==> config.mk <==
export PLATFORM = sky130hd
export DESIGN_NAME = rv_pipeline
export DESIGN_NICKNAME = d
export VERILOG_FILES = /design/src/hw/rv_pkg.sv /design/src/hw/rv_fwd_if.sv /design/src/hw/rv_fetch.sv /design/src/hw/rv_regfile.sv /design/src/hw/rv_decode.sv /design/src/hw/rv_execute.sv /design/src/hw/rv_memwb.sv /design/src/hw/rv_hazard.sv /design/src/hw/rv_pipeline.sv
export VERILOG_INCLUDE_DIRS = /design/src /design/src/include
export SDC_FILE = /design/constraint.sdc
export NUM_CORES = 2
export LEC_CHECK = 0
export BUFFER_PORTS_ARGS = -buffer_cell sky130_fd_sc_hd__buf_2
export CAP_MARGIN = 25
export CORE_MARGIN = 1
export CORE_UTILIZATION = 65
export CTS_CLUSTER_SIZE = 14
export DETAILED_ROUTE_END_ITERATION = 10
export PLACE_DENSITY = 0.88
export SLEW_MARGIN = 20
export SYNTH_ARGS = -nofsm -noshare
export SYNTH_HDL_FRONTEND = slang
export SYNTH_HIERARCHICAL = 1
export SYNTH_SLANG_ARGS = --single-unit
export TNS_END_PERCENT = 5
==> constraint.sdc <==
create_clock -name clk -period 7.9 [get_ports clk]
set_input_delay 1.58 -clock clk [delete_from_list [all_inputs] [get_ports clk]]
set_output_delay 1.58 -clock clk [all_outputs]
set_load 0.01 [all_outputs]
==> src/include/rv_config.svh <==
`ifndef RV_CONFIG_SVH
`define RV_CONFIG_SVH

// Data and address width
`define RV_XLEN 32

// First fetch address after reset
`define RV_RESET_PC 32'h0000_0000

// Architectural registers, x0 included
`define RV_NREGS 32

`endif

==> src/hw/rv_pkg.sv <==
package rv_pkg;

    typedef enum logic [6:0] {
        OPC_OP     = 7'b0110011,
        OPC_OP_IMM = 7'b0010011,
        OPC_LUI    = 7'b0110111,
        OPC_LOAD   = 7'b0000011,
        OPC_STORE  = 7'b0100011,
        OPC_BRANCH = 7'b1100011,
        OPC_JAL    = 7'b1101111
    } opcode_e;

    typedef enum logic [2:0] {
        ALU_ADD,
        ALU_SUB,
        ALU_AND,
        ALU_OR,
        ALU_XOR,
        ALU_SLT,
        ALU_PASSB
    } alu_op_e;

    typedef enum logic [1:0] {
        WB_ALU,
        WB_MEM,
        WB_PC4
    } wb_src_e;

    // One view of the instruction word per encoding format
    typedef union packed {
        struct packed {
            logic [6:0] funct7;
            logic [4:0] rs2;
            logic [4:0] rs1;
            logic [2:0] funct3;
            logic [4:0] rd;
            logic [6:0] opcode;
        } r;
        struct packed {
            logic [11:0] imm;
            logic [4:0]  rs1;
            logic [2:0]  funct3;
            logic [4:0]  rd;
            logic [6:0]  opcode;
        } i;
        struct packed {
            logic [6:0] imm_hi;
            logic [4:0] rs2;
            logic [4:0] rs1;
            logic [2:0] funct3;
            logic [4:0] imm_lo;
            logic [6:0] opcode;
        } s;
        struct packed {
            logic       imm12;
            logic [5:0] imm10_5;
            logic [4:0] rs2;
            logic [4:0] rs1;
            logic [2:0] funct3;
            logic [3:0] imm4_1;
            logic       imm11;
            logic [6:0] opcode;
        } b;
        struct packed {
            logic [19:0] imm;
            logic [4:0]  rd;
            logic [6:0]  opcode;
        } u;
        struct packed {
            logic       imm20;
            logic [9:0] imm10_1;
            logic       imm11;
            logic [7:0] imm19_12;
            logic [4:0] rd;
            logic [6:0] opcode;
        } j;
    } instr_u;

    typedef struct packed {
        alu_op_e alu_op;
        logic    alu_src_imm;
        logic    mem_read;
        logic    mem_write;
        logic    reg_write;
        wb_src_e wb_src;
        logic    branch;
        logic    branch_ne;
        logic    jal;
    } ctrl_s;

endpackage

==> src/hw/rv_fwd_if.sv <==
`timescale 1ns/10ps
`include "rv_config.svh"

interface rv_fwd_if;
    logic [4:0]          rd_mem;
    logic                reg_write_mem;
    logic [`RV_XLEN-1:0] data_mem;
    logic [4:0]          rd_wb;
    logic                reg_write_wb;
    logic [`RV_XLEN-1:0] data_wb;

    // Execute also reads the WB value for its operand muxes
    modport ex_src (output rd_mem, reg_write_mem, data_mem, input data_wb);
    modport wb_src (output rd_wb, reg_write_wb, data_wb);
    modport monitor (input rd_mem, reg_write_mem, data_mem, rd_wb, reg_write_wb, data_wb);
endinterface

==> src/hw/rv_fetch.sv <==
`timescale 1ns/10ps
`include "rv_config.svh"

module rv_fetch (
    input  logic                clk,
    input  logic                rst_n,
    input  logic                stall_if_id,
    input  logic                flush_if_id,
    input  logic                redirect,
    input  logic [`RV_XLEN-1:0] target_pc,
    input  logic [31:0]         instr,
    output logic [`RV_XLEN-1:0] instr_addr,
    output logic [`RV_XLEN-1:0] pc_id,
    output logic [`RV_XLEN-1:0] pc_plus4_id,
    output logic [31:0]         instr_id
);
    // addi x0, x0, 0
    localparam logic [31:0] NOP = 32'h0000_0013;

    logic [`RV_XLEN-1:0] pc;
    logic [`RV_XLEN-1:0] pc_plus4;

    assign instr_addr = pc;
    assign pc_plus4   = pc + `RV_XLEN'(4);

    always_ff @(posedge clk or negedge rst_n) begin
        if (!rst_n)
            pc <= `RV_RESET_PC;
        else if (redirect)
            pc <= target_pc;
        else if (!stall_if_id)
            pc <= pc_plus4;
    end

    always_ff @(posedge clk or negedge rst_n) begin
        if (!rst_n)
            instr_id <= NOP;
        else if (flush_if_id)
            instr_id <= NOP;
        else if (!stall_if_id)
            instr_id <= instr;
    end

    always_ff @(posedge clk) begin
        if (!stall_if_id) begin
            pc_id       <= pc;
            pc_plus4_id <= pc_plus4;
        end
    end
endmodule

==> src/hw/rv_regfile.sv <==
`timescale 1ns/10ps
`include "rv_config.svh"

module rv_regfile (
    input  logic                clk,
    input  logic                rst_n,
    input  logic [4:0]          rs1,
    input  logic [4:0]          rs2,
    output logic [`RV_XLEN-1:0] rdata1,
    output logic [`RV_XLEN-1:0] rdata2,
    rv_fwd_if.monitor           fwd
);
    logic [`RV_XLEN-1:0] regs [1:`RV_NREGS-1];
    logic                wr_en;

    assign wr_en = fwd.reg_write_wb && (fwd.rd_wb != 5'd0);

    always_ff @(posedge clk or negedge rst_n) begin
        if (!rst_n) begin
            for (int k = 1; k < `RV_NREGS; k++)
                regs[k] <= '0;
        end else if (wr_en) begin
            regs[fwd.rd_wb] <= fwd.data_wb;
        end
    end

    // Write-before-read bypass with x0 reading as zero
    assign rdata1 = (rs1 == 5'd0) ? '0 :
                    (wr_en && fwd.rd_wb == rs1) ? fwd.data_wb : regs[rs1];
    assign rdata2 = (rs2 == 5'd0) ? '0 :
                    (wr_en && fwd.rd_wb == rs2) ? fwd.data_wb : regs[rs2];
endmodule

==> src/hw/rv_decode.sv <==
`timescale 1ns/10ps
`include "rv_config.svh"

module rv_decode (
    input  logic                clk,
    input  logic                rst_n,
    input  logic [`RV_XLEN-1:0] pc_id,
    input  logic [`RV_XLEN-1:0] pc_plus4_id,
    input  logic [31:0]         instr_id,
    input  logic                bubble_id_ex,
    input  logic                fwd_br_a,
    input  logic                fwd_br_b,
    rv_fwd_if.monitor           fwd,
    output logic                redirect,
    output logic                branch_taken,
    output logic [`RV_XLEN-1:0] target_pc,
    output logic [4:0]          rs1_id,
    output logic [4:0]          rs2_id,
    output logic                uses_rs1,
    output logic                uses_rs2,
    output logic                is_branch,
    output rv_pkg::ctrl_s       ctrl_ex,
    output logic [4:0]          rs1_ex,
    output logic [4:0]          rs2_ex,
    output logic [4:0]          rd_ex,
    output logic [`RV_XLEN-1:0] op_a_ex,
    output logic [`RV_XLEN-1:0] op_b_ex,
    output logic [`RV_XLEN-1:0] imm_ex,
    output logic [`RV_XLEN-1:0] pc_plus4_ex
);
    import rv_pkg::*;

    instr_u              iw;
    ctrl_s               ctrl;
    logic [`RV_XLEN-1:0] imm, rdata1, rdata2, br_a, br_b;

    function automatic alu_op_e alu_sel(input logic [2:0] funct3, input logic sub);
        case (funct3)
            3'b000:  return sub ? ALU_SUB : ALU_ADD;
            3'b010:  return ALU_SLT;
            3'b100:  return ALU_XOR;
            3'b110:  return ALU_OR;
            3'b111:  return ALU_AND;
            default: return ALU_ADD;
        endcase
    endfunction

    assign iw     = instr_id;
    assign rs1_id = iw.r.rs1;
    assign rs2_id = iw.r.rs2;

    always_comb begin
        ctrl     = '0;
        imm      = '0;
        uses_rs1 = 1'b0;
        uses_rs2 = 1'b0;
        case (iw.r.opcode)
            OPC_OP: begin
                ctrl.alu_op    = alu_sel(iw.r.funct3, iw.r.funct7[5]);
                ctrl.reg_write = 1'b1;
                uses_rs1       = 1'b1;
                uses_rs2       = 1'b1;
            end
            OPC_OP_IMM, OPC_LOAD: begin
                ctrl.alu_op      = (iw.r.opcode == OPC_LOAD) ? ALU_ADD : alu_sel(iw.i.funct3, 1'b0);
                ctrl.alu_src_imm = 1'b1;
                ctrl.reg_write   = 1'b1;
                ctrl.mem_read    = (iw.r.opcode == OPC_LOAD);
                ctrl.wb_src      = (iw.r.opcode == OPC_LOAD) ? WB_MEM : WB_ALU;
                imm              = {{20{iw.i.imm[11]}}, iw.i.imm};
                uses_rs1         = 1'b1;
            end
            OPC_LUI: begin
                ctrl.alu_op      = ALU_PASSB;
                ctrl.alu_src_imm = 1'b1;
                ctrl.reg_write   = 1'b1;
                imm              = {iw.u.imm, 12'b0};
            end
            OPC_STORE: begin
                ctrl.alu_src_imm = 1'b1;
                ctrl.mem_write   = 1'b1;
                imm              = {{20{iw.s.imm_hi[6]}}, iw.s.imm_hi, iw.s.imm_lo};
                uses_rs1         = 1'b1;
                uses_rs2         = 1'b1;
            end
            OPC_BRANCH: begin
                ctrl.branch    = 1'b1;
                ctrl.branch_ne = iw.b.funct3[0];
                imm            = {{19{iw.b.imm12}}, iw.b.imm12, iw.b.imm11,
                                  iw.b.imm10_5, iw.b.imm4_1, 1'b0};
                uses_rs1       = 1'b1;
                uses_rs2       = 1'b1;
            end
            OPC_JAL: begin
                ctrl.jal       = 1'b1;
                ctrl.reg_write = 1'b1;
                ctrl.wb_src    = WB_PC4;
                imm            = {{11{iw.j.imm20}}, iw.j.imm20, iw.j.imm19_12,
                                  iw.j.imm11, iw.j.imm10_1, 1'b0};
            end
            default: ;
        endcase
    end

    rv_regfile rv_regfile_inst (
        .clk    (clk),
        .rst_n  (rst_n),
        .rs1    (rs1_id),
        .rs2    (rs2_id),
        .rdata1 (rdata1),
        .rdata2 (rdata2),
        .fwd    (fwd)
    );

    // WB results already come through the register file bypass
    assign br_a = fwd_br_a ? fwd.data_mem : rdata1;
    assign br_b = fwd_br_b ? fwd.data_mem : rdata2;

    assign is_branch    = ctrl.branch;
    assign branch_taken = ctrl.jal | (ctrl.branch & ((br_a == br_b) ^ ctrl.branch_ne));
    // A stalled branch has stale operands
    assign redirect     = branch_taken & ~bubble_id_ex;
    assign target_pc    = pc_id + imm;

    always_ff @(posedge clk or negedge rst_n) begin
        if (!rst_n)
            ctrl_ex <= '0;
        else if (bubble_id_ex)
            ctrl_ex <= '0;
        else
            ctrl_ex <= ctrl;
    end

    always_ff @(posedge clk) begin
        rs1_ex      <= rs1_id;
        rs2_ex      <= rs2_id;
        rd_ex       <= iw.r.rd;
        op_a_ex     <= rdata1;
        op_b_ex     <= rdata2;
        imm_ex      <= imm;
        pc_plus4_ex <= pc_plus4_id;
    end
endmodule

==> src/hw/rv_execute.sv <==
`timescale 1ns/10ps
`include "rv_config.svh"

module rv_execute (
    input  logic                clk,
    input  logic                rst_n,
    input  rv_pkg::ctrl_s       ctrl_ex,
    input  logic [`RV_XLEN-1:0] op_a_ex,
    input  logic [`RV_XLEN-1:0] op_b_ex,
    input  logic [`RV_XLEN-1:0] imm_ex,
    input  logic [`RV_XLEN-1:0] pc_plus4_ex,
    input  logic [4:0]          rd_ex,
    input  logic [1:0]          fwd_a,
    input  logic [1:0]          fwd_b,
    rv_fwd_if.ex_src            fwd_src,
    output logic [`RV_XLEN-1:0] mem_addr,
    output logic [`RV_XLEN-1:0] mem_write_data,
    output logic                ram_write,
    output logic                mem_read_mem,
    output rv_pkg::wb_src_e     wb_src_mem,
    output logic [`RV_XLEN-1:0] pc_plus4_mem
);
    import rv_pkg::*;

    logic [`RV_XLEN-1:0] src_a, src_b, alu_b, alu_y;
    logic [`RV_XLEN-1:0] alu_q, store_q;
    logic [4:0]          rd_q;
    logic                reg_write_q, mem_write_q;

    // 01 selects MEM, 10 selects WB
    assign src_a = (fwd_a == 2'b01) ? alu_q :
                   (fwd_a == 2'b10) ? fwd_src.data_wb : op_a_ex;
    assign src_b = (fwd_b == 2'b01) ? alu_q :
                   (fwd_b == 2'b10) ? fwd_src.data_wb : op_b_ex;
    assign alu_b = ctrl_ex.alu_src_imm ? imm_ex : src_b;

    always_comb begin
        case (ctrl_ex.alu_op)
            ALU_SUB:   alu_y = src_a - alu_b;
            ALU_AND:   alu_y = src_a & alu_b;
            ALU_OR:    alu_y = src_a | alu_b;
            ALU_XOR:   alu_y = src_a ^ alu_b;
            ALU_SLT:   alu_y = {{(`RV_XLEN-1){1'b0}}, $signed(src_a) < $signed(alu_b)};
            ALU_PASSB: alu_y = alu_b;
            default:   alu_y = src_a + alu_b;
        endcase
    end

    always_ff @(posedge clk or negedge rst_n) begin
        if (!rst_n) begin
            reg_write_q  <= 1'b0;
            mem_read_mem <= 1'b0;
            mem_write_q  <= 1'b0;
        end else begin
            reg_write_q  <= ctrl_ex.reg_write;
            mem_read_mem <= ctrl_ex.mem_read;
            mem_write_q  <= ctrl_ex.mem_write;
        end
    end

    always_ff @(posedge clk) begin
        rd_q         <= rd_ex;
        alu_q        <= alu_y;
        store_q      <= src_b;
        wb_src_mem   <= ctrl_ex.wb_src;
        pc_plus4_mem <= pc_plus4_ex;
    end

    assign mem_addr       = alu_q;
    assign mem_write_data = store_q;
    assign ram_write      = mem_write_q;

    assign fwd_src.rd_mem        = rd_q;
    assign fwd_src.reg_write_mem = reg_write_q;
    assign fwd_src.data_mem      = alu_q;
endmodule

==> src/hw/rv_memwb.sv <==
`timescale 1ns/10ps
`include "rv_config.svh"

module rv_memwb (
    input  logic                clk,
    input  logic                rst_n,
    input  logic                mem_read_mem,
    input  rv_pkg::wb_src_e     wb_src_mem,
    input  logic [`RV_XLEN-1:0] pc_plus4_mem,
    input  logic [`RV_XLEN-1:0] mem_read_data,
    rv_fwd_if.monitor           fwd,
    rv_fwd_if.wb_src            fwd_dst
);
    import rv_pkg::*;

    logic                reg_write_q;
    logic [4:0]          rd_q;
    wb_src_e             wb_src_q;
    logic [`RV_XLEN-1:0] alu_q, load_q, pc4_q, wb_data;

    always_ff @(posedge clk or negedge rst_n) begin
        if (!rst_n)
            reg_write_q <= 1'b0;
        else
            reg_write_q <= fwd.reg_write_mem;
    end

    always_ff @(posedge clk) begin
        rd_q     <= fwd.rd_mem;
        wb_src_q <= wb_src_mem;
        alu_q    <= fwd.data_mem;
        pc4_q    <= pc_plus4_mem;
        // Read data is only valid while a load is in MEM
        if (mem_read_mem)
            load_q <= mem_read_data;
    end

    always_comb begin
        case (wb_src_q)
            WB_MEM:  wb_data = load_q;
            WB_PC4:  wb_data = pc4_q;
            default: wb_data = alu_q;
        endcase
    end

    assign fwd_dst.rd_wb        = rd_q;
    assign fwd_dst.reg_write_wb = reg_write_q;
    assign fwd_dst.data_wb      = wb_data;
endmodule

==> src/hw/rv_hazard.sv <==
`timescale 1ns/10ps

module rv_hazard (
    input  logic [4:0]    rs1_id,
    input  logic [4:0]    rs2_id,
    input  logic          uses_rs1,
    input  logic          uses_rs2,
    input  logic          is_branch,
    input  logic          branch_taken,
    input  logic [4:0]    rs1_ex,
    input  logic [4:0]    rs2_ex,
    input  logic [4:0]    rd_ex,
    input  rv_pkg::ctrl_s ctrl_ex,
    input  logic          mem_read_mem,
    rv_fwd_if.monitor     fwd,
    output logic          stall_if_id,
    output logic          flush_if_id,
    output logic          bubble_id_ex,
    output logic [1:0]    fwd_a,
    output logic [1:0]    fwd_b,
    output logic          fwd_br_a,
    output logic          fwd_br_b
);
    logic dep_ex_a, dep_ex_b, dep_mem_a, dep_mem_b;
    logic load_use, branch_stall, stall;

    // x0 never matches
    function automatic logic hit(input logic [4:0] rs, input logic [4:0] rd, input logic we);
        return we && (rs != 5'd0) && (rs == rd);
    endfunction

    assign dep_ex_a  = uses_rs1 && hit(rs1_id, rd_ex, ctrl_ex.reg_write);
    assign dep_ex_b  = uses_rs2 && hit(rs2_id, rd_ex, ctrl_ex.reg_write);
    assign dep_mem_a = uses_rs1 && hit(rs1_id, fwd.rd_mem, fwd.reg_write_mem);
    assign dep_mem_b = uses_rs2 && hit(rs2_id, fwd.rd_mem, fwd.reg_write_mem);

    assign load_use     = ctrl_ex.mem_read && (dep_ex_a || dep_ex_b);
    // A load in MEM only has its address on the forward path
    assign branch_stall = is_branch && (dep_ex_a || dep_ex_b ||
                                        (mem_read_mem && (dep_mem_a || dep_mem_b)));
    assign stall        = load_use || branch_stall;

    assign stall_if_id  = stall;
    assign bubble_id_ex = stall;
    assign flush_if_id  = branch_taken && !stall;

    assign fwd_br_a = dep_mem_a;
    assign fwd_br_b = dep_mem_b;

    // MEM wins over WB
    assign fwd_a = hit(rs1_ex, fwd.rd_mem, fwd.reg_write_mem) ? 2'b01 :
                   hit(rs1_ex, fwd.rd_wb, fwd.reg_write_wb)   ? 2'b10 : 2'b00;
    assign fwd_b = hit(rs2_ex, fwd.rd_mem, fwd.reg_write_mem) ? 2'b01 :
                   hit(rs2_ex, fwd.rd_wb, fwd.reg_write_wb)   ? 2'b10 : 2'b00;
endmodule

==> src/hw/rv_pipeline.sv <==
`timescale 1ns/10ps
`include "rv_config.svh"

module rv_pipeline (
    input  logic                clk,
    input  logic                rst_n,
    input  logic [31:0]         instr,
    input  logic [`RV_XLEN-1:0] mem_read_data,
    output logic [`RV_XLEN-1:0] instr_addr,
    output logic [`RV_XLEN-1:0] mem_addr,
    output logic [`RV_XLEN-1:0] mem_write_data,
    output logic                ram_write
);
    logic                stall_if_id, flush_if_id, bubble_id_ex;
    logic                redirect, branch_taken;
    logic [`RV_XLEN-1:0] target_pc, pc_id, pc_plus4_id;
    logic [31:0]         instr_id;
    logic                fwd_br_a, fwd_br_b;
    logic [1:0]          fwd_a, fwd_b;
    logic [4:0]          rs1_id, rs2_id, rs1_ex, rs2_ex, rd_ex;
    logic                uses_rs1, uses_rs2, is_branch;
    rv_pkg::ctrl_s       ctrl_ex;
    logic [`RV_XLEN-1:0] op_a_ex, op_b_ex, imm_ex, pc_plus4_ex, pc_plus4_mem;
    logic                mem_read_mem;
    rv_pkg::wb_src_e     wb_src_mem;

    rv_fwd_if fwd_if ();

    rv_fetch rv_fetch_inst (
        .clk         (clk),
        .rst_n       (rst_n),
        .stall_if_id (stall_if_id),
        .flush_if_id (flush_if_id),
        .redirect    (redirect),
        .target_pc   (target_pc),
        .instr       (instr),
        .instr_addr  (instr_addr),
        .pc_id       (pc_id),
        .pc_plus4_id (pc_plus4_id),
        .instr_id    (instr_id)
    );

    rv_decode rv_decode_inst (
        .clk          (clk),
        .rst_n        (rst_n),
        .pc_id        (pc_id),
        .pc_plus4_id  (pc_plus4_id),
        .instr_id     (instr_id),
        .bubble_id_ex (bubble_id_ex),
        .fwd_br_a     (fwd_br_a),
        .fwd_br_b     (fwd_br_b),
        .fwd          (fwd_if),
        .redirect     (redirect),
        .branch_taken (branch_taken),
        .target_pc    (target_pc),
        .rs1_id       (rs1_id),
        .rs2_id       (rs2_id),
        .uses_rs1     (uses_rs1),
        .uses_rs2     (uses_rs2),
        .is_branch    (is_branch),
        .ctrl_ex      (ctrl_ex),
        .rs1_ex       (rs1_ex),
        .rs2_ex       (rs2_ex),
        .rd_ex        (rd_ex),
        .op_a_ex      (op_a_ex),
        .op_b_ex      (op_b_ex),
        .imm_ex       (imm_ex),
        .pc_plus4_ex  (pc_plus4_ex)
    );

    rv_execute rv_execute_inst (
        .clk            (clk),
        .rst_n          (rst_n),
        .ctrl_ex        (ctrl_ex),
        .op_a_ex        (op_a_ex),
        .op_b_ex        (op_b_ex),
        .imm_ex         (imm_ex),
        .pc_plus4_ex    (pc_plus4_ex),
        .rd_ex          (rd_ex),
        .fwd_a          (fwd_a),
        .fwd_b          (fwd_b),
        .fwd_src        (fwd_if),
        .mem_addr       (mem_addr),
        .mem_write_data (mem_write_data),
        .ram_write      (ram_write),
        .mem_read_mem   (mem_read_mem),
        .wb_src_mem     (wb_src_mem),
        .pc_plus4_mem   (pc_plus4_mem)
    );

    rv_memwb rv_memwb_inst (
        .clk           (clk),
        .rst_n         (rst_n),
        .mem_read_mem  (mem_read_mem),
        .wb_src_mem    (wb_src_mem),
        .pc_plus4_mem  (pc_plus4_mem),
        .mem_read_data (mem_read_data),
        .fwd           (fwd_if),
        .fwd_dst       (fwd_if)
    );

    rv_hazard rv_hazard_inst (
        .rs1_id       (rs1_id),
        .rs2_id       (rs2_id),
        .uses_rs1     (uses_rs1),
        .uses_rs2     (uses_rs2),
        .is_branch    (is_branch),
        .branch_taken (branch_taken),
        .rs1_ex       (rs1_ex),
        .rs2_ex       (rs2_ex),
        .rd_ex        (rd_ex),
        .ctrl_ex      (ctrl_ex),
        .mem_read_mem (mem_read_mem),
        .fwd          (fwd_if),
        .stall_if_id  (stall_if_id),
        .flush_if_id  (flush_if_id),
        .bubble_id_ex (bubble_id_ex),
        .fwd_a        (fwd_a),
        .fwd_b        (fwd_b),
        .fwd_br_a     (fwd_br_a),
        .fwd_br_b     (fwd_br_b)
    );
endmodule

# Word-level counts from Yosys, hierarchy flattened
# Index checks and enable logic that the tools add are counted.
# totals
reg_bits	1482
inputBits	66
elab_cells	211
# classes
add_sub_neg	4
order_cmp	5
eq_ne	36
mux	47
n_bitwise	11
reduce_logical	46
# op_table
cell	count
$bwmux 992	1
$mux 32	20
$bmux 32 s5	2
$pmux 32 s6	1
$demux 32 s5	1
$pmux 32 s5	1
$add 32x32->32	2
$pmux 32 s2	1
$eq 5x5->1	10
$add 32x3->32 const B	1
$and 32x32->32	1
$eq 32x32->1	1
$lt 32x32->1	1
$or 32x32->32	1
$sub 32x32->32	1
$xor 32x32->32	1
$logic_and 1x1->1	28
$reduce_bool 5->1	5
$eq 7x6->1 const B	3
$eq 3x3->1 const B	6
$ge 6x6->1 const B	3
$not 5->6	3
$pmux 3 s5	1
$eq 7x7->1 const B	2
other kinds (27)	52

# Depth between registers and ports, before layout
# logic_depth
depth_word	13
mapped_depth	25
mapped_depth_nobuf	20

# Hierarchy
# Netlist, hierarchy kept.
# by_module_without_submodules
mod	n_inst	cells_each	area_each_um2	seq_area_each_um2
rv_regfile	1	3608	53692.7	24823.8
rv_execute	1	1366	10667.7	2137.0
rv_decode	1	661	6726.5	3138.0
rv_fetch	1	460	5561.6	3467.1
rv_memwb	1	217	3051.7	2407.3
rv_hazard	1	76	575.6	0.0

# Worst setup path after synthesis
# OpenSTA, ideal clock, no wires.
# synth_path
path_type	reg-to-reg
from	register rv_decode_inst.rs2_ex[1]
to	register rv_execute_inst.alu_q[26], in the netlist rv_execute_inst/fwd_src.data_mem[26]
setup_ps	127
arrival_ps	5084
required_ps	7773
path_slack_ps	2689
stages_incl_launch_ff	23
path_buffers	4
period_less_slack_ps	5211
cell_sequence	dfxtp_1 > or4_1 > nor2_1 > nor4_1 > nor4_1 > buf_2 > buf_6 > buf_6 > buf_2 > mux2_2 > o21ai_0 > nor2_1 > a21oi_1 > inv_1 > fa_1 > nor2b_1 > o211ai_2 > a211oi_2 > nor4_4 > a21oi_2 > a21o_1 > a211o_1 > or3_1
# synth_rtl
element	line_no	source
start: declaration	rv_decode.sv:24	output logic [4:0] rs2_ex,
start signal: assignment	rv_decode.sv:136	rs2_ex <= rs2_id;
$reduce_bool 5->1	rv_hazard.sv:29	return we && (rs != 5'd0) && (rs == rd);
$logic_and 1x1->1	rv_hazard.sv:29	
$logic_and 1x1->1 (*)	rv_hazard.sv:29	
$mux 2 (*)	rv_hazard.sv:53	assign fwd_b = hit(rs2_ex, fwd.rd_mem, fwd.reg_write_mem) ? 2'b01 :
net fwd_b[0]	rv_pipeline.sv:19	logic [1:0] fwd_a, fwd_b;
$eq 2x2->1	rv_execute.sv:34	(fwd_b == 2'b10) ? fwd_src.data_wb : op_b_ex;
$mux 32	rv_execute.sv:34	
$mux 32 (*)	rv_execute.sv:33	assign src_b = (fwd_b == 2'b01) ? alu_q :
$mux 32 (*)	rv_execute.sv:35	assign alu_b = ctrl_ex.alu_src_imm ? imm_ex : src_b;
$add 32x32->32, or another cell as far along	rv_execute.sv:45	default: alu_y = src_a + alu_b;
$pmux 32 s6 (*)	rv_execute.sv:38	case (ctrl_ex.alu_op)
net rv_execute_inst.alu_y[26]	rv_execute.sv:25	logic [`RV_XLEN-1:0] src_a, src_b, alu_b, alu_y;
end signal: assignment	rv_execute.sv:63	alu_q <= alu_y;
end: declaration	rv_execute.sv:26	logic [`RV_XLEN-1:0] alu_q, store_q;
# Mark *: on every way through the listed nets, which the timed path passes. The rest lies on a longest branch.
# A chain may end at the register's enable or synchronous reset.

# Worst setup path in the final report
# layout_path
from	register rv_fetch_inst.instr_id[15]
to	register rv_fetch_inst.pc[0], in the netlist rv_fetch_inst/instr_addr[0]
# layout_via
elab_chain_cells	13
# layout_lines
element	line_no	source
start: declaration	rv_fetch.sv:15	output logic [31:0] instr_id
start signal: assignment	rv_fetch.sv:41	instr_id <= instr;
$not 5->6 (implied by the code)	rv_regfile.sv:29	(wr_en && fwd.rd_wb == rs1) ? fwd.data_wb : regs[rs1];
$bmux 32 s5	rv_regfile.sv:29	
$mux 32 (implied by the code) (2 in a row)	rv_regfile.sv:29	
$mux 32	rv_regfile.sv:29	
$mux 32 (*)	rv_regfile.sv:28	assign rdata1 = (rs1 == 5'd0) ? '0 :
net rv_decode_inst.rdata1[4]	rv_decode.sv:35	logic [`RV_XLEN-1:0] imm, rdata1, rdata2, br_a, br_b;
$mux 32 (*)	rv_decode.sv:116	assign br_a = fwd_br_a ? fwd.data_mem : rdata1;
$eq 32x32->1 (*)	rv_decode.sv:120	assign branch_taken = ctrl.jal | (ctrl.branch & ((br_a == br_b) ^ ctrl.branch_ne));
$xor 1x1->1 (*)	rv_decode.sv:120	
$and 1x1->1 (*)	rv_decode.sv:120	
$or 1x1->1 (*)	rv_decode.sv:120	
$and 1x1->1 (*)	rv_decode.sv:122	assign redirect = branch_taken & ~bubble_id_ex;
net redirect	rv_pipeline.sv:15	logic redirect, branch_taken;
$ne 2x2->1 (no source line) or $mux 32 (tied branches)	-	
end signal: assignment	rv_fetch.sv:28	pc <= `RV_RESET_PC;
end signal: assignment	rv_fetch.sv:30	pc <= target_pc;
end signal: assignment	rv_fetch.sv:32	pc <= pc_plus4;
end: declaration	rv_fetch.sv:20	logic [`RV_XLEN-1:0] pc;
# Mark *: on every way through the listed nets, which the timed path passes. The rest lies on a longest branch. The select of a mux whose other input is x is not followed.

==> metrics.md <==
| Metric | Value |
|---|---|
| Clock power frac | `0.406` |
| Clk_skew | `between 0.03 and 0.04 ns` |
| Clock slew at reported path FFs | `~0.07 ns` |
| Status | `completed` |
| Flop pwr share | `0.464` |
| CTS tree | `yes` |
| Core area | `between 100000 and 150000 um2` |
| Dpl ws | `between 1.5 and 2 ns` |
| Port Buffer Count | `between 150 and 200` |
| Post-Route WL | `~270000 um` |
| Pleak | `between 30 and 40 nW` |
| Placed cell count | `just under 8000` |
| Rel. slew slack | `0.1386` |
| Fin crit share | `0.8192` |
| P_sw | `about 5.2 mW` |
| Clk sinks | `1480` |
| Synth Instances | `approximately 6400` |
| Logic pwr share | `0.130` |
| Worst Path Arrival | `7.17 ns` |
| GPL Wtd Cong | `~1.0` |
| Synth warn | `6` |
| DIE WIDTH | `around 350 um` |
| Post-Syn Area per Cell | `12.56 um2` |
| Peak VDD IR | `0.0002843 V` |
| Sw Ratio | `0.2839` |
| CTS Buffer Depth | `3` |
| RSZ-0062 raised after global routing | `no` |
| Critical R2R Launch | `rv_fetch_inst/instr_id[15]$_DFFE_PN0P_` |
| Drt wl/cell | `33.96 um` |
| Minimum clock period | `~6.5 ns` |
| GR Util All Layers | `0.4345` |
| H-tree levels | `4` |
| Final setup fails | `0` |
| Hold Crit Class | `flop to flop` |
| Core Util, Final | `0.7159` |
| Via count | `between 60000 and 70000` |
| Largest net degree at the start of global routing | `180` |
| Layout cell share with drive strength beyond 1 | `0.2873` |
| Worst Setup EP | `rv_fetch_inst/instr_addr[0]$_DFFE_PN0P_` |
| Crit. Startpoint | `rv_fetch_inst/instr_id[15]$_DFFE_PN0P_` |
| Antenna violations before repair | `15` |
| IO Pins | `roughly 160` |
| Num rows | `roughly 130` |
| DRC Markers | `0` |
| Worst slew pin tran | `about 1.3 ns` |
| Post-DP HPWL | `approximately 170000 um` |
| CP endpoint kind | `flop` |
| Layout Nets | `6491` |
| Hold path depth | `0` |
| Fin. max-slew vios | `0` |
| Fill count | `roughly 7500` |
| Pwr Density | `between 200 and 250 nW/um2` |
| PnR worst setup slack | `about 1.4 ns` |
| Total CTS buffers | `approximately 150` |
| WP data required | `8.60 ns` |
| Reg2reg path depth | `15` |
| Root Driver | `clkbuf_16` |
| Crit Path Max Fanout | `between 40 and 50` |
| Via-to-Cell Ratio | `between 7 and 8` |
| Worst reg2reg endpoint | `rv_fetch_inst/instr_addr[0]$_DFFE_PN0P_` |
| First-pass GRT wire length | `~400000 um` |
| R2r setup slk | `between 1 and 1.5 ns` |
| Synthesized net count | `approximately 6600` |
| GR Overflow Total | `0` |
| Pint | `13.24 mW` |
| Die Y | `between 300 and 400 um` |
| DRT Pass-1 Iters | `9` |
| Clk_lat worst skew | `roughly 0.83 ns` |
| Startpoint types | `flop` |
| Layout Area Growth over Synthesis | `8.894%` |
| Fmax achieved | `between 0.15 and 0.2 GHz` |
| Hold buffers post-CTS | `0` |
| Synth Cell Area | `approximately 80000 um2` |
| Setup_tns | `0 ns` |
| Sequential cell area | `35950 um2` |
| Starting DRC count in detailed routing | `about 10000` |
| Initial Util | `0.6574` |
| Total die area | `124800 um2` |
| Area of the multi-input gates | `just over 40000 um2` |
| Post-cts resize count | `0` |
| Antenna viol nets, final | `0` |
| Critical path type | `flop to flop` |
| Setup Buffers After CTS | `0` |
| Final Non-Filler Cells | `between 8000 and 9000` |
| Hold Violations, Final | `0` |
| Vias in the first global route | `just over 60000` |
| MaxCap Viol Count | `0` |
## registers in the layout, summed over array words and instances (netlist names), 30 cells and up
name,flops
rv_decode_inst/rv_regfile_inst/regs,992
rv_decode_inst/imm_ex,32
rv_decode_inst/op_a_ex,32
rv_decode_inst/op_b_ex,32
rv_decode_inst/pc_plus4_ex,32
rv_execute_inst/fwd_src.data_mem,32
rv_execute_inst/mem_write_data,32
rv_execute_inst/pc_plus4_mem,32
rv_fetch_inst/instr_addr,32
rv_fetch_inst/instr_id,32
rv_fetch_inst/pc_id,32
rv_memwb_inst/alu_q,32
rv_memwb_inst/load_q,32
rv_memwb_inst/pc4_q,32
rv_fetch_inst/pc_plus4_id,30
## layout by cell type, fill, tap and decap left out, types with 22 or more instances in the layout
cell type     n
dfrtp_1    1056
mux2_2      666
mux2_1      452
mux4_2      445
dfxtp_1     317
nand2_1     302
mux2i_1     211
nor2_1      165
buf_2       161
buf_4       159
clkbuf_16   155
inv_1       153
o21ai_0     152
xnor2_1     144
a21oi_1     142
ha_1        129
a22oi_1     127
nor3_1       99
edfxtp_1     94
a221oi_1     78
xor2_1       77
nor2b_1      69
o211ai_1     67
nand3_1      60
nand4_1      51
a21o_1       46
clkbuf_1     42
o21a_1       41
a22o_1       36
o22a_1       33
clkbuf_8     32
a211oi_1     31
a31oi_1      31
o2bb2ai_1    31
o21ai_2      31
o22ai_1      25
nor4_1       25
buf_12       22
and2_1       22
o21ai_1      22
## power by group through the flow
stage	registers, mW	logic [mW]	clock network (mW)
2_1_floorplan	8.44	1.55	0
3_3_place_gp	8.63	2.21	0
3_5_place_dp	8.67	2.28	0
5_1_grt	8.59	2.51	7.78
4_1_cts	8.54	2.32	7.50
6_report	8.58	2.41	7.50
## critical path: stages (launching register included)
cell and delay, ns:
dfrtp_4 1.07, xor2_1 0.21, nor2_1 0.13, a31oi_4 1.03, buf_4 0.39, o21ai_1 0.11, nand3_1 0.29, xor2_1 0.14
nor2_1 0.13, nand4_1 0.18, a2111oi_0 0.63, o22ai_1 0.46, or4b_1 0.57, nand3b_1 0.18, buf_4 0.42, mux2_2 0.38
## per-layer routing
metal	global-route usage	wire length, um
met5	0.008679	175
met4	0.3042	22610
met3	0.1589	39830
met2	0.6204	117000
met1	0.5498	94030
## per-stage QoR
| step | total power, mW | instance area (um2) | hold slack, ns |
|---|---|---|---|
| 6_report | 18.49 | 87360 | 0.3156 |
| 5_1_grt | 18.88 | 87340 | 0.3277 |
| 4_1_cts | 18.36 | 87260 | 0.3172 |
| 3_5_place_dp | 10.94 | 82110 | 0.3121 |
| 3_3_place_gp | 10.85 | 82080 | 0.3101 |
| 2_1_floorplan | 9.985 | 80230 | 0.3096 |
## cell type report
class                           instances  area share
Inverter                              161    0.006918
Timing Repair Buffer                  347     0.02903
Clock buffer                          229     0.05124
Multi-Input combinational cell       4150      0.4698
Antenna cell                           12   0.0003437
Clock inverter                         55    0.007806
Tap cell                             1625     0.02327
Sequential cell                      1480      0.4115
## worst min-delay path by stage
stage / start / endpoint / slack [ns]
2_1_floorplan: rv_decode_inst/pc_plus4_ex[0]$_DFF_P_ / rv_execute_inst/pc_plus4_mem[0]$_DFF_P_ / 0.31
3_3_place_gp: rv_execute_inst/pc_plus4_mem[18]$_DFF_P_ / rv_memwb_inst/pc4_q[18]$_DFF_P_ / 0.31
3_5_place_dp: rv_decode_inst/pc_plus4_ex[3]$_DFF_P_ / rv_execute_inst/pc_plus4_mem[3]$_DFF_P_ / 0.31
4_1_cts: rv_decode_inst/pc_plus4_ex[8]$_DFF_P_ / rv_execute_inst/pc_plus4_mem[8]$_DFF_P_ / 0.32
5_1_grt: rv_decode_inst/pc_plus4_ex[12]$_DFF_P_ / rv_execute_inst/pc_plus4_mem[12]$_DFF_P_ / 0.33
6_report: rv_decode_inst/pc_plus4_ex[8]$_DFF_P_ / rv_execute_inst/pc_plus4_mem[8]$_DFF_P_ / 0.32
Note: power is estimated with default switching activity, not from simulation.
